--- src/rtl/dma_consts.svh ---
/* Build-time constants of the DMA write path.
   Payload and beat sizes must be powers of two, and the payload at least one beat */
`ifndef DMA_CONSTS_SVH
`define DMA_CONSTS_SVH

// Stream geometry
`define DMA_BUS_WIDTH        64
`define DMA_BEAT_BYTES       8
`define DMA_LOG2_MAX_PAYLOAD 7   // 128 bytes, 16 beats per request
`define DMA_FIFO_DEPTH       16

////////////////////////////////////////
// Register map
////////////////////////////////////////
`define DMA_ADDR_WIDTH  16
`define DMA_ENGINE_BASE 'h200
`define DMA_REG_CTRL    0
`define DMA_REG_ADDR    8
`define DMA_REG_SIZE    16
`define DMA_GLOBAL_REG  'h2200  // Engine base plus one engine spacing of 'h2000

`endif

--- src/rtl/dma_pkg.sv ---
/* Shared types of the DMA write path.
   Widths follow the constants header */
`default_nettype none
`include "dma_consts.svh"

package dma_pkg;

	// One stream beat, used on C2S and on RQ
	typedef struct packed {
		logic [`DMA_BUS_WIDTH-1:0] data;
		logic                      last;
		logic                      sop;   // Only meaningful on RQ
	} stream_beat_t;

	// Memory write request header
	typedef struct packed {
		logic [63:0] addr;
		logic [10:0] dw_count;
	} rq_hdr_t;

	// CPU register bus, EN held for one cycle per access
	typedef struct packed {
		logic                       en;
		logic [`DMA_ADDR_WIDTH-1:0] addr;
		logic [63:0]                wdata;
		logic [7:0]                 we;
	} reg_req_t;

	typedef struct packed {
		logic        ack;
		logic [63:0] rdata;
	} reg_rsp_t;

	// Descriptor handed from the registers to the requester
	typedef struct packed {
		logic        start;   // Single-cycle pulse
		logic [63:0] addr;
		logic [63:0] size;
	} engine_desc_t;

endpackage

`default_nettype wire

--- src/rtl/dma_engine_regs.sv ---
/* Descriptor and control registers of the single engine.
   Read data is registered and valid with the ack, one cycle after EN.
   Start is combinational so the requester loads at the same edge as the write */
`timescale 1ns/1ps
`default_nettype none
`include "dma_consts.svh"

module dma_engine_regs (
	input  wire                   CLK,
	input  wire                   eng_reset_n,
	input  wire dma_pkg::reg_req_t bus_req,
	output logic [63:0]           rdata,
	output dma_pkg::engine_desc_t desc,
	input  wire                   done,
	input  wire                   busy,
	output logic                  irq_pending
);

	localparam logic [`DMA_ADDR_WIDTH-1:0] CTRL_ADDR =
		`DMA_ADDR_WIDTH'(`DMA_ENGINE_BASE + `DMA_REG_CTRL);
	localparam logic [`DMA_ADDR_WIDTH-1:0] ADDR_ADDR =
		`DMA_ADDR_WIDTH'(`DMA_ENGINE_BASE + `DMA_REG_ADDR);
	localparam logic [`DMA_ADDR_WIDTH-1:0] SIZE_ADDR =
		`DMA_ADDR_WIDTH'(`DMA_ENGINE_BASE + `DMA_REG_SIZE);

	logic [63:0] addr_r;
	logic [63:0] size_r;
	logic        enable_r;
	logic        stopped_r;
	logic        pending_r;
	logic        wr;
	logic        start;
	logic [7:0]  ctrl_byte;

	// Byte-lane merge of a 64-bit register write
	function automatic logic [63:0] merge(input logic [63:0] old, input logic [63:0] wdata,
		input logic [7:0] we);
		logic [63:0] res;
		res = old;
		for (int i = 0; i < 8; i++) begin
			if (we[i]) res[i*8 +: 8] = wdata[i*8 +: 8];
		end
		return res;
	endfunction

	assign wr        = bus_req.en & (|bus_req.we);
	assign ctrl_byte = {pending_r, 3'b000, stopped_r, 2'b00, enable_r};

	// Enable write with a nonzero beat-aligned size while idle
	assign start = wr && (bus_req.addr == CTRL_ADDR) && bus_req.we[0] && bus_req.wdata[0]
		&& (size_r >= 64'(`DMA_BEAT_BYTES)) && !busy;

	assign desc        = '{start: start, addr: addr_r, size: size_r};
	assign irq_pending = pending_r;

	////////////////////////////////////////
	// Register writes
	////////////////////////////////////////
	always_ff @(posedge CLK) begin
		if (!eng_reset_n) begin
			addr_r    <= '0;
			size_r    <= '0;
			enable_r  <= 1'b0;
			stopped_r <= 1'b0;
			pending_r <= 1'b0;
		end else begin
			if (wr && bus_req.addr == ADDR_ADDR) addr_r <= merge(addr_r, bus_req.wdata, bus_req.we);
			if (wr && bus_req.addr == SIZE_ADDR) size_r <= merge(size_r, bus_req.wdata, bus_req.we);
			if (wr && bus_req.addr == CTRL_ADDR && bus_req.we[0]) begin
				enable_r <= bus_req.wdata[0];
				if (bus_req.wdata[7]) pending_r <= 1'b0;   // Write 1 to clear
			end
			if (start) stopped_r <= 1'b0;
			if (done) begin   // Completion wins over a clear in the same cycle
				stopped_r <= 1'b1;
				pending_r <= 1'b1;
			end
		end
	end

	// Readback, zero for addresses outside the engine
	always_ff @(posedge CLK) begin
		if (bus_req.en) begin
			case (bus_req.addr)
				CTRL_ADDR: rdata <= {56'b0, ctrl_byte};
				ADDR_ADDR: rdata <= addr_r;
				SIZE_ADDR: rdata <= size_r;
				default:   rdata <= '0;
			endcase
		end
	end

endmodule

`default_nettype wire

--- src/rtl/dma_global_ctrl.sv ---
/* Global register, soft reset and bus response merge.
   The soft reset lasts one cycle and leaves the interrupt enable alone */
`timescale 1ns/1ps
`default_nettype none
`include "dma_consts.svh"

module dma_global_ctrl (
	input  wire                    CLK,
	input  wire                    dma_reset_n,
	input  wire dma_pkg::reg_req_t bus_req,
	input  wire [63:0]             eng_rdata,
	output dma_pkg::reg_rsp_t      bus_rsp,
	input  wire                    irq_pending,
	output logic                   irq,
	output logic                   eng_reset_n
);

	localparam logic [`DMA_ADDR_WIDTH-1:0] GLOBAL_ADDR = `DMA_ADDR_WIDTH'(`DMA_GLOBAL_REG);
	localparam logic [2:0] PAYLOAD_CODE = 3'(`DMA_LOG2_MAX_PAYLOAD - 7);

	logic ack_r;
	logic hit_r;      // Last access targeted the global register
	logic irq_en_r;
	logic soft_rst_r;
	logic global_wr;

	assign global_wr = bus_req.en && bus_req.we[0] && (bus_req.addr == GLOBAL_ADDR);

	always_ff @(posedge CLK) begin
		if (!dma_reset_n) begin
			ack_r      <= 1'b0;
			hit_r      <= 1'b0;
			irq_en_r   <= 1'b0;
			soft_rst_r <= 1'b0;
		end else begin
			ack_r      <= bus_req.en;   // Every address is acknowledged
			hit_r      <= bus_req.en && (bus_req.addr == GLOBAL_ADDR);
			soft_rst_r <= global_wr & bus_req.wdata[7];
			if (global_wr) irq_en_r <= bus_req.wdata[6];
		end
	end

	// Soft reset bit always reads 0
	assign bus_rsp = '{ack: ack_r,
		rdata: hit_r ? {56'b0, 1'b0, irq_en_r, 3'b000, PAYLOAD_CODE} : eng_rdata};

	assign irq         = irq_pending & irq_en_r;
	assign eng_reset_n = dma_reset_n & ~soft_rst_r;

endmodule

`default_nettype wire

--- src/rtl/dma_logic.sv ---
/* Top of the single-engine C2S write path.
   C2S keep is not carried, every beat is taken as full */
`timescale 1ns/1ps
`default_nettype none

module dma_logic (
	input  wire                        CLK,
	input  wire                        dma_reset_n,
	// CPU register bus
	input  wire dma_pkg::reg_req_t     bus_req,
	output wire dma_pkg::reg_rsp_t     bus_rsp,
	// User stream in
	input  wire                        c2s_valid,
	output wire                        c2s_ready,
	input  wire dma_pkg::stream_beat_t c2s_data,
	// Requester stream out
	output wire                        rq_valid,
	input  wire                        rq_ready,
	output wire dma_pkg::stream_beat_t rq_beat,
	output wire dma_pkg::rq_hdr_t      rq_hdr,
	output wire                        irq,
	output wire                        operation_in_course
);

	wire                        eng_reset_n;
	wire                        fifo_valid;
	wire                        fifo_ready;
	wire dma_pkg::stream_beat_t fifo_data;
	wire dma_pkg::engine_desc_t desc;
	wire                        done;
	wire [63:0]                 eng_rdata;
	wire                        irq_pending;

	dma_global_ctrl dma_global_ctrl_inst (
		.CLK         (CLK),
		.dma_reset_n (dma_reset_n),
		.bus_req     (bus_req),
		.eng_rdata   (eng_rdata),
		.bus_rsp     (bus_rsp),
		.irq_pending (irq_pending),
		.irq         (irq),
		.eng_reset_n (eng_reset_n)
	);

	dma_engine_regs dma_engine_regs_inst (
		.CLK         (CLK),
		.eng_reset_n (eng_reset_n),
		.bus_req     (bus_req),
		.rdata       (eng_rdata),
		.desc        (desc),
		.done        (done),
		.busy        (operation_in_course),
		.irq_pending (irq_pending)
	);

	dma_stream_fifo c2s_fifo_inst (
		.CLK         (CLK),
		.eng_reset_n (eng_reset_n),
		.in_valid    (c2s_valid),
		.in_ready    (c2s_ready),
		.in_data     (c2s_data),
		.out_valid   (fifo_valid),
		.out_ready   (fifo_ready),
		.out_data    (fifo_data)
	);

	dma_wr_requester dma_wr_requester_inst (
		.CLK         (CLK),
		.eng_reset_n (eng_reset_n),
		.desc        (desc),
		.fifo_valid  (fifo_valid),
		.fifo_ready  (fifo_ready),
		.fifo_data   (fifo_data),
		.rq_valid    (rq_valid),
		.rq_ready    (rq_ready),
		.rq_beat     (rq_beat),
		.rq_hdr      (rq_hdr),
		.done        (done),
		.busy        (operation_in_course)
	);

endmodule

`default_nettype wire

--- src/rtl/dma_stream_fifo.sv ---
/* Circular FIFO for the C2S user stream, one push and one pop per cycle.
   Output reads the storage directly, so a beat shows one cycle after its write */
`timescale 1ns/1ps
`default_nettype none
`include "dma_consts.svh"

module dma_stream_fifo (
	input  wire                        CLK,
	input  wire                        eng_reset_n,
	input  wire                        in_valid,
	output logic                       in_ready,
	input  wire dma_pkg::stream_beat_t in_data,
	output logic                       out_valid,
	input  wire                        out_ready,
	output dma_pkg::stream_beat_t      out_data
);

	localparam int unsigned DEPTH = `DMA_FIFO_DEPTH;
	localparam int unsigned PW    = $clog2(DEPTH);
	localparam int unsigned CW    = $clog2(DEPTH + 1);

	dma_pkg::stream_beat_t mem [DEPTH];
	logic [PW-1:0]         wr_ptr;
	logic [PW-1:0]         rd_ptr;
	logic [CW-1:0]         count;
	logic                  push;
	logic                  pop;

	assign in_ready  = (count != CW'(DEPTH));
	assign out_valid = (count != '0);
	assign out_data  = mem[rd_ptr];
	assign push      = in_valid & in_ready;
	assign pop       = out_valid & out_ready;

	always_ff @(posedge CLK) begin
		if (push) begin
			mem[wr_ptr] <= in_data;
		end
	end

	always_ff @(posedge CLK) begin
		if (!eng_reset_n) begin
			wr_ptr <= '0;
			rd_ptr <= '0;
			count  <= '0;
		end else begin
			if (push) begin
				wr_ptr <= (wr_ptr == PW'(DEPTH - 1)) ? '0 : wr_ptr + 1'b1;
			end
			if (pop) begin
				rd_ptr <= (rd_ptr == PW'(DEPTH - 1)) ? '0 : rd_ptr + 1'b1;
			end
			case ({push, pop})
				2'b10:   count <= count + 1'b1;
				2'b01:   count <= count - 1'b1;
				default: count <= count;   // Idle, or push and pop together
			endcase
		end
	end

endmodule

`default_nettype wire

--- src/rtl/dma_wr_requester.sv ---
/* Splits one descriptor into memory write requests of at most the max payload.
   Size is taken in whole beats, the low bits are dropped.
   Data passes straight from the FIFO, so back-pressure holds the FIFO head */
`timescale 1ns/1ps
`default_nettype none
`include "dma_consts.svh"

module dma_wr_requester (
	input  wire                        CLK,
	input  wire                        eng_reset_n,
	input  wire dma_pkg::engine_desc_t desc,
	input  wire                        fifo_valid,
	output logic                       fifo_ready,
	input  wire dma_pkg::stream_beat_t fifo_data,
	output logic                       rq_valid,
	input  wire                        rq_ready,
	output dma_pkg::stream_beat_t      rq_beat,
	output dma_pkg::rq_hdr_t           rq_hdr,
	output logic                       done,
	output logic                       busy
);

	localparam int unsigned MAX_BYTES  = 1 << `DMA_LOG2_MAX_PAYLOAD;
	localparam int unsigned BEAT_SHIFT = $clog2(`DMA_BEAT_BYTES);
	localparam int unsigned MAX_BEATS  = MAX_BYTES / `DMA_BEAT_BYTES;
	localparam int unsigned BW         = $clog2(MAX_BEATS);

	logic          busy_r;
	logic [63:0]   addr_r;      // Address of the current request
	logic [63:0]   remain_r;    // Bytes left, current request included
	logic [BW-1:0] beat_cnt;
	logic [63:0]   req_bytes;
	logic [BW-1:0] last_beat;
	logic          accept;
	logic          beat_last;
	logic          final_req;

	////////////////////////////////////////
	// Current request geometry
	////////////////////////////////////////
	assign req_bytes = (remain_r > 64'(MAX_BYTES)) ? 64'(MAX_BYTES) : remain_r;
	assign last_beat = BW'((req_bytes >> BEAT_SHIFT) - 64'd1);
	assign final_req = (remain_r == req_bytes);
	assign beat_last = (beat_cnt == last_beat);

	// Stream handshake, a beat passes only while busy
	assign rq_valid   = busy_r & fifo_valid;
	assign fifo_ready = busy_r & rq_ready;
	assign accept     = rq_valid & rq_ready;

	assign rq_beat = '{data: fifo_data.data, last: beat_last, sop: (beat_cnt == '0)};
	assign rq_hdr  = '{addr: addr_r, dw_count: 11'(req_bytes >> 2)};

	assign done = accept & beat_last & final_req;
	assign busy = busy_r;

	always_ff @(posedge CLK) begin
		if (!eng_reset_n) begin
			busy_r   <= 1'b0;
			addr_r   <= '0;
			remain_r <= '0;
			beat_cnt <= '0;
		end else if (!busy_r) begin
			if (desc.start) begin
				busy_r   <= 1'b1;
				addr_r   <= desc.addr;
				remain_r <= desc.size & ~64'(`DMA_BEAT_BYTES - 1);
				beat_cnt <= '0;
			end
		end else if (accept) begin
			if (beat_last) begin   // Request complete, move to the next one
				beat_cnt <= '0;
				addr_r   <= addr_r + req_bytes;
				remain_r <= remain_r - req_bytes;
				if (final_req) busy_r <= 1'b0;
			end else begin
				beat_cnt <= beat_cnt + 1'b1;
			end
		end
	end

endmodule

`default_nettype wire

--- config.mk ---
export PLATFORM = sky130hd
export DESIGN_NAME = dma_logic
export DESIGN_NICKNAME = d
export VERILOG_FILES = /design/src/rtl/dma_pkg.sv /design/src/rtl/dma_engine_regs.sv /design/src/rtl/dma_global_ctrl.sv /design/src/rtl/dma_logic.sv /design/src/rtl/dma_stream_fifo.sv /design/src/rtl/dma_wr_requester.sv
export VERILOG_INCLUDE_DIRS = /design/src /design/src/rtl
export SDC_FILE = /design/constraint.sdc
export NUM_CORES = 2
export LEC_CHECK = 0
export BUFFER_PORTS_ARGS = -buffer_cell sky130_fd_sc_hd__buf_2
export CAP_MARGIN = 20
export CORE_MARGIN = 2
export CORE_UTILIZATION = 35
export CTS_BUF_LIST = sky130_fd_sc_hd__clkbuf_4 sky130_fd_sc_hd__clkbuf_8
export CTS_CLUSTER_SIZE = 20
export DETAILED_ROUTE_END_ITERATION = 7
export PLACE_DENSITY_LB_ADDON = 0.08
export SYNTH_ARGS = -nofsm -noshare
export SYNTH_HDL_FRONTEND = slang
export SYNTH_SLANG_ARGS = --single-unit
--- constraint.sdc ---
create_clock -name CLK -period 7.1 [get_ports CLK]
set_input_delay 1.42 -clock CLK [delete_from_list [all_inputs] [get_ports CLK]]
set_output_delay 1.42 -clock CLK [all_outputs]
set_load 0.1 [all_outputs]
==> impl_metrics.ini <==
[layout]
fin_area_mm2 = 0.0677
final_common_cell = edfxtp_1
area_growth_pct = 15.8
layout-drive-gt1-share = 0.261
post-route-util = 0.409
final_net_count = 4665
nFillCells = 15400
final_cell_mix = 1088 x edfxtp_1, 454 x nand2_1, 360 x buf_2

[die]
rows = 149
ios = 369
die_y_um = 413
dieArea_mm2 = 0.170
start_util = 0.353
core_area_mm2 = 0.165
die_x_um = 413

[worst_hold_path]
hold_class = reg2reg

[synthesis]
yosysSeqAreaShare = 0.657
synth_seq_cells = 1373
yosys.cell_types.count = 85
synth_ff_type = edfxtp_1
synth_edf_count = 1088
synth.avg_cell_area_um2 = 14.8
synthesis.area_mm2 = 0.0584
synthArstFlopShare = 0
yosysWarnings = 0
netlist_instances = 3956

[drt]
drtIter0Drc = 3050
wl_mm = 181
drt_first_pass_iters = 7
wl_per_cell_um = 26.5
antenna_left = 0
vias_per_cell = 5.31
vias = 36200
post-route-drc-count = 0

[critical_path]
required_ps = 5680
end_kind = primary output
worstPathMaxFanout = 10
path_class = reg2out
arrival_ps = 4970
startpoint_type = flop

[power]
power_density_mw_per_mm2 = 245
p_int_w = 0.0126
p_seq_frac = 0.529
p_sw_frac = 0.239
clockPowerShare = 0.422
comb_power_share = 0.049
ir_worst_vdd_mv = 0.179
p_switching_w = 0.00397
power.leakage_nw = 22.6

[grt]
use_met1 = 0.269
grt.overflow.total = 0
grt_pass1_vias = 36500
grt_pass1_wl_mm = 260
antenna_found_initial = 36
met3_usage = 0.0425
grt.total_usage = 0.211
grtUsageMet2 = 0.359
grt_max_degree = 182
busiest_layer = met2

[place]
hpwl_mm = 110
place_congestion = 0.880
io_buffers = 361
place_ws_ps = 1040
placed_area_mm2 = 0.0630

[clock_tree]
cts_buffers = 234
clk_path_buf_depth = 3
cts_hold_buf = 0
cts_root_buf = clkbuf_8
postCtsSetupRepairBufs = 0
h-tree-depth = 4
cts_sinks = 1373
tritoncts = yes
clkLatencyLatePin_ps = 980
post_cts_resize_count = 0
cts.clk_slew.worst_paths_ps = 60

[timing]
hold_viol_final = 0
rsz0062_at_grt = no
worstMarginPinSlew_ps = 1130
relSlewSlack = 0.249
setup_viol = 0
period_share = 0.900
layout_setup_ws_ps = 712
drv_slew = 0
skew_ps = 56.2
max_freq_mhz = 157
min_period_ps = 6390
holdWs_ps = 453
setup_tns_ps = 0

[run_status]
outcome = finished clean

[job]
cap_violations = 0
worst paths after layout:
path | from | end | depth (start not counted) | slack, ps
hold / removal | dma_engine_regs_inst.size_r[0] | dma_engine_regs_inst.size_r[0] | 2 | 450
hold reg to reg | dma_engine_regs_inst.size_r[0] | dma_engine_regs_inst.size_r[0] | 2 | 450
setup reg to reg | dma_wr_requester_inst.remain_r[32] | dma_wr_requester_inst.addr_r[59] | 17 | 1040
setup / recovery | dma_wr_requester_inst.remain_r[32] | rq_beat[1] | 11 | 710
sequential cells by signal (all words and copies together), names as in the netlist, named ones only:
name / flops
dma_engine_regs_inst.irq_pending: 1
c2s_fifo_inst.rd_ptr: 4
dma_engine_regs_inst.size_r: 64
dma_wr_requester_inst.beat_cnt: 4
dma_engine_regs_inst.stopped_r: 1
dma_global_ctrl_inst.irq_en_r: 1
dma_engine_regs_inst.enable_r: 1
c2s_fifo_inst.wr_ptr: 4
dma_global_ctrl_inst.hit_r: 1
dma_wr_requester_inst.addr_r: 64
dma_engine_regs_inst.rdata: 64
dma_global_ctrl_inst.ack_r: 1
dma_engine_regs_inst.addr_r: 64
c2s_fifo_inst.count: 5
dma_wr_requester_inst.remain_r: 64
c2s_fifo_inst.mem: 1024
dma_global_ctrl_inst.soft_rst_r: 1
dma_wr_requester_inst.busy: 1
metal layers:
layer | wire [um] | part of all wire
met1 | 75000 | 0.41
met2 | 89800 | 0.50
met3 | 10300 | 0.057
met4 | 5620 | 0.031
met5 | 136 | 0.00075
synth_stat cells, types with 20 or more instances:
library cell | count | share of area
nor4_1 | 31 | 0.0033
a211oi_2 | 22 | 0.0047
o22ai_1 | 28 | 0.0030
clkbuf_1 | 188 | 0.012
a22o_1 | 61 | 0.0091
a31oi_1 | 21 | 0.0022
a21o_1 | 34 | 0.0044
dfxtp_1 | 285 | 0.098
buf_1 | 30 | 0.0019
o21bai_1 | 27 | 0.0035
nand2_1 | 454 | 0.029
and3_1 | 35 | 0.0037
mux4_2 | 320 | 0.12
xor2_1 | 23 | 0.0034
a21oi_1 | 331 | 0.028
o21ai_0 | 88 | 0.0075
nor2_1 | 181 | 0.012
nand3_1 | 45 | 0.0039
nor3_1 | 53 | 0.0045
a211oi_1 | 28 | 0.0036
xnor2_1 | 41 | 0.0061
nor2b_1 | 73 | 0.0078
ha_1 | 75 | 0.016
mux2i_1 | 29 | 0.0050
or3_1 | 28 | 0.0030
nand4_1 | 33 | 0.0035
o31ai_1 | 20 | 0.0026
edfxtp_1 | 1088 | 0.56
inv_1 | 41 | 0.0026
power by group through the flow:
stage / logic, W / registers [W] / clock network (W)
2_1_floorplan: 0.000533 / 0.00895 / 0
3_3_place_gp: 0.000827 / 0.00895 / 0
3_5_place_dp: 0.000827 / 0.00895 / 0
4_1_cts: 0.000828 / 0.00878 / 0.00725
5_1_grt: 0.000869 / 0.00878 / 0.00757
6_report: 0.000816 / 0.00878 / 0.00700
critical path, cell delays in order (launching register included):
cell and delay (ps):
dfxtp_1 380, nor4_2 610, and3_1 410, and4_1 540, and3_1 290, nand2_1 90
ha_1 330, xor2_1 170, nand2b_1 60, or4_1 410, a22oi_2 200, buf_2 530
stage by stage:
| step | std cells | total power, W |
|---|---|---|
| 4_1_cts | 6809 | 0.0169 |
| 3_5_place_dp | 6381 | 0.00977 |
| 5_1_grt | 6813 | 0.0172 |
| 3_3_place_gp | 6380 | 0.00977 |
| 2_1_floorplan | 4015 | 0.00948 |
| 6_report | 6823 | 0.0166 |
cell families (layout without fill, tap and decap cells):
family / Yosys count / in the layout / share of synthesized area
DFF: 1373 / 1373 / 0.657
and+or+nand+nor: 1011 / 1011 / 0.0808
AOI/OAI and AO/OA: 782 / 782 / 0.0859
muxes: 353 / 353 / 0.129
buffers and inverters: 293 / 899 / 0.0210
adders and majority gates: 78 / 78 / 0.0169
xor gates and xnor gates: 64 / 64 / 0.00959
other: 2 / 74 / 0.000128
layout make-up:
cell class / count / area, um^2 / area share
clock buffer: 323 / 3980 / 0.0588
tap: 2189 / 2740 / 0.0405
timing repair buffer: 430 / 2560 / 0.0378
antenna: 13 / 32.5 / 0.000481
inverter: 41 / 155 / 0.00229
sequential: 1373 / 38400 / 0.567
clock inverter: 105 / 593 / 0.00876
multi-input combinational: 2349 / 19200 / 0.284
Note: power is estimated with default switching activity, not from simulation.
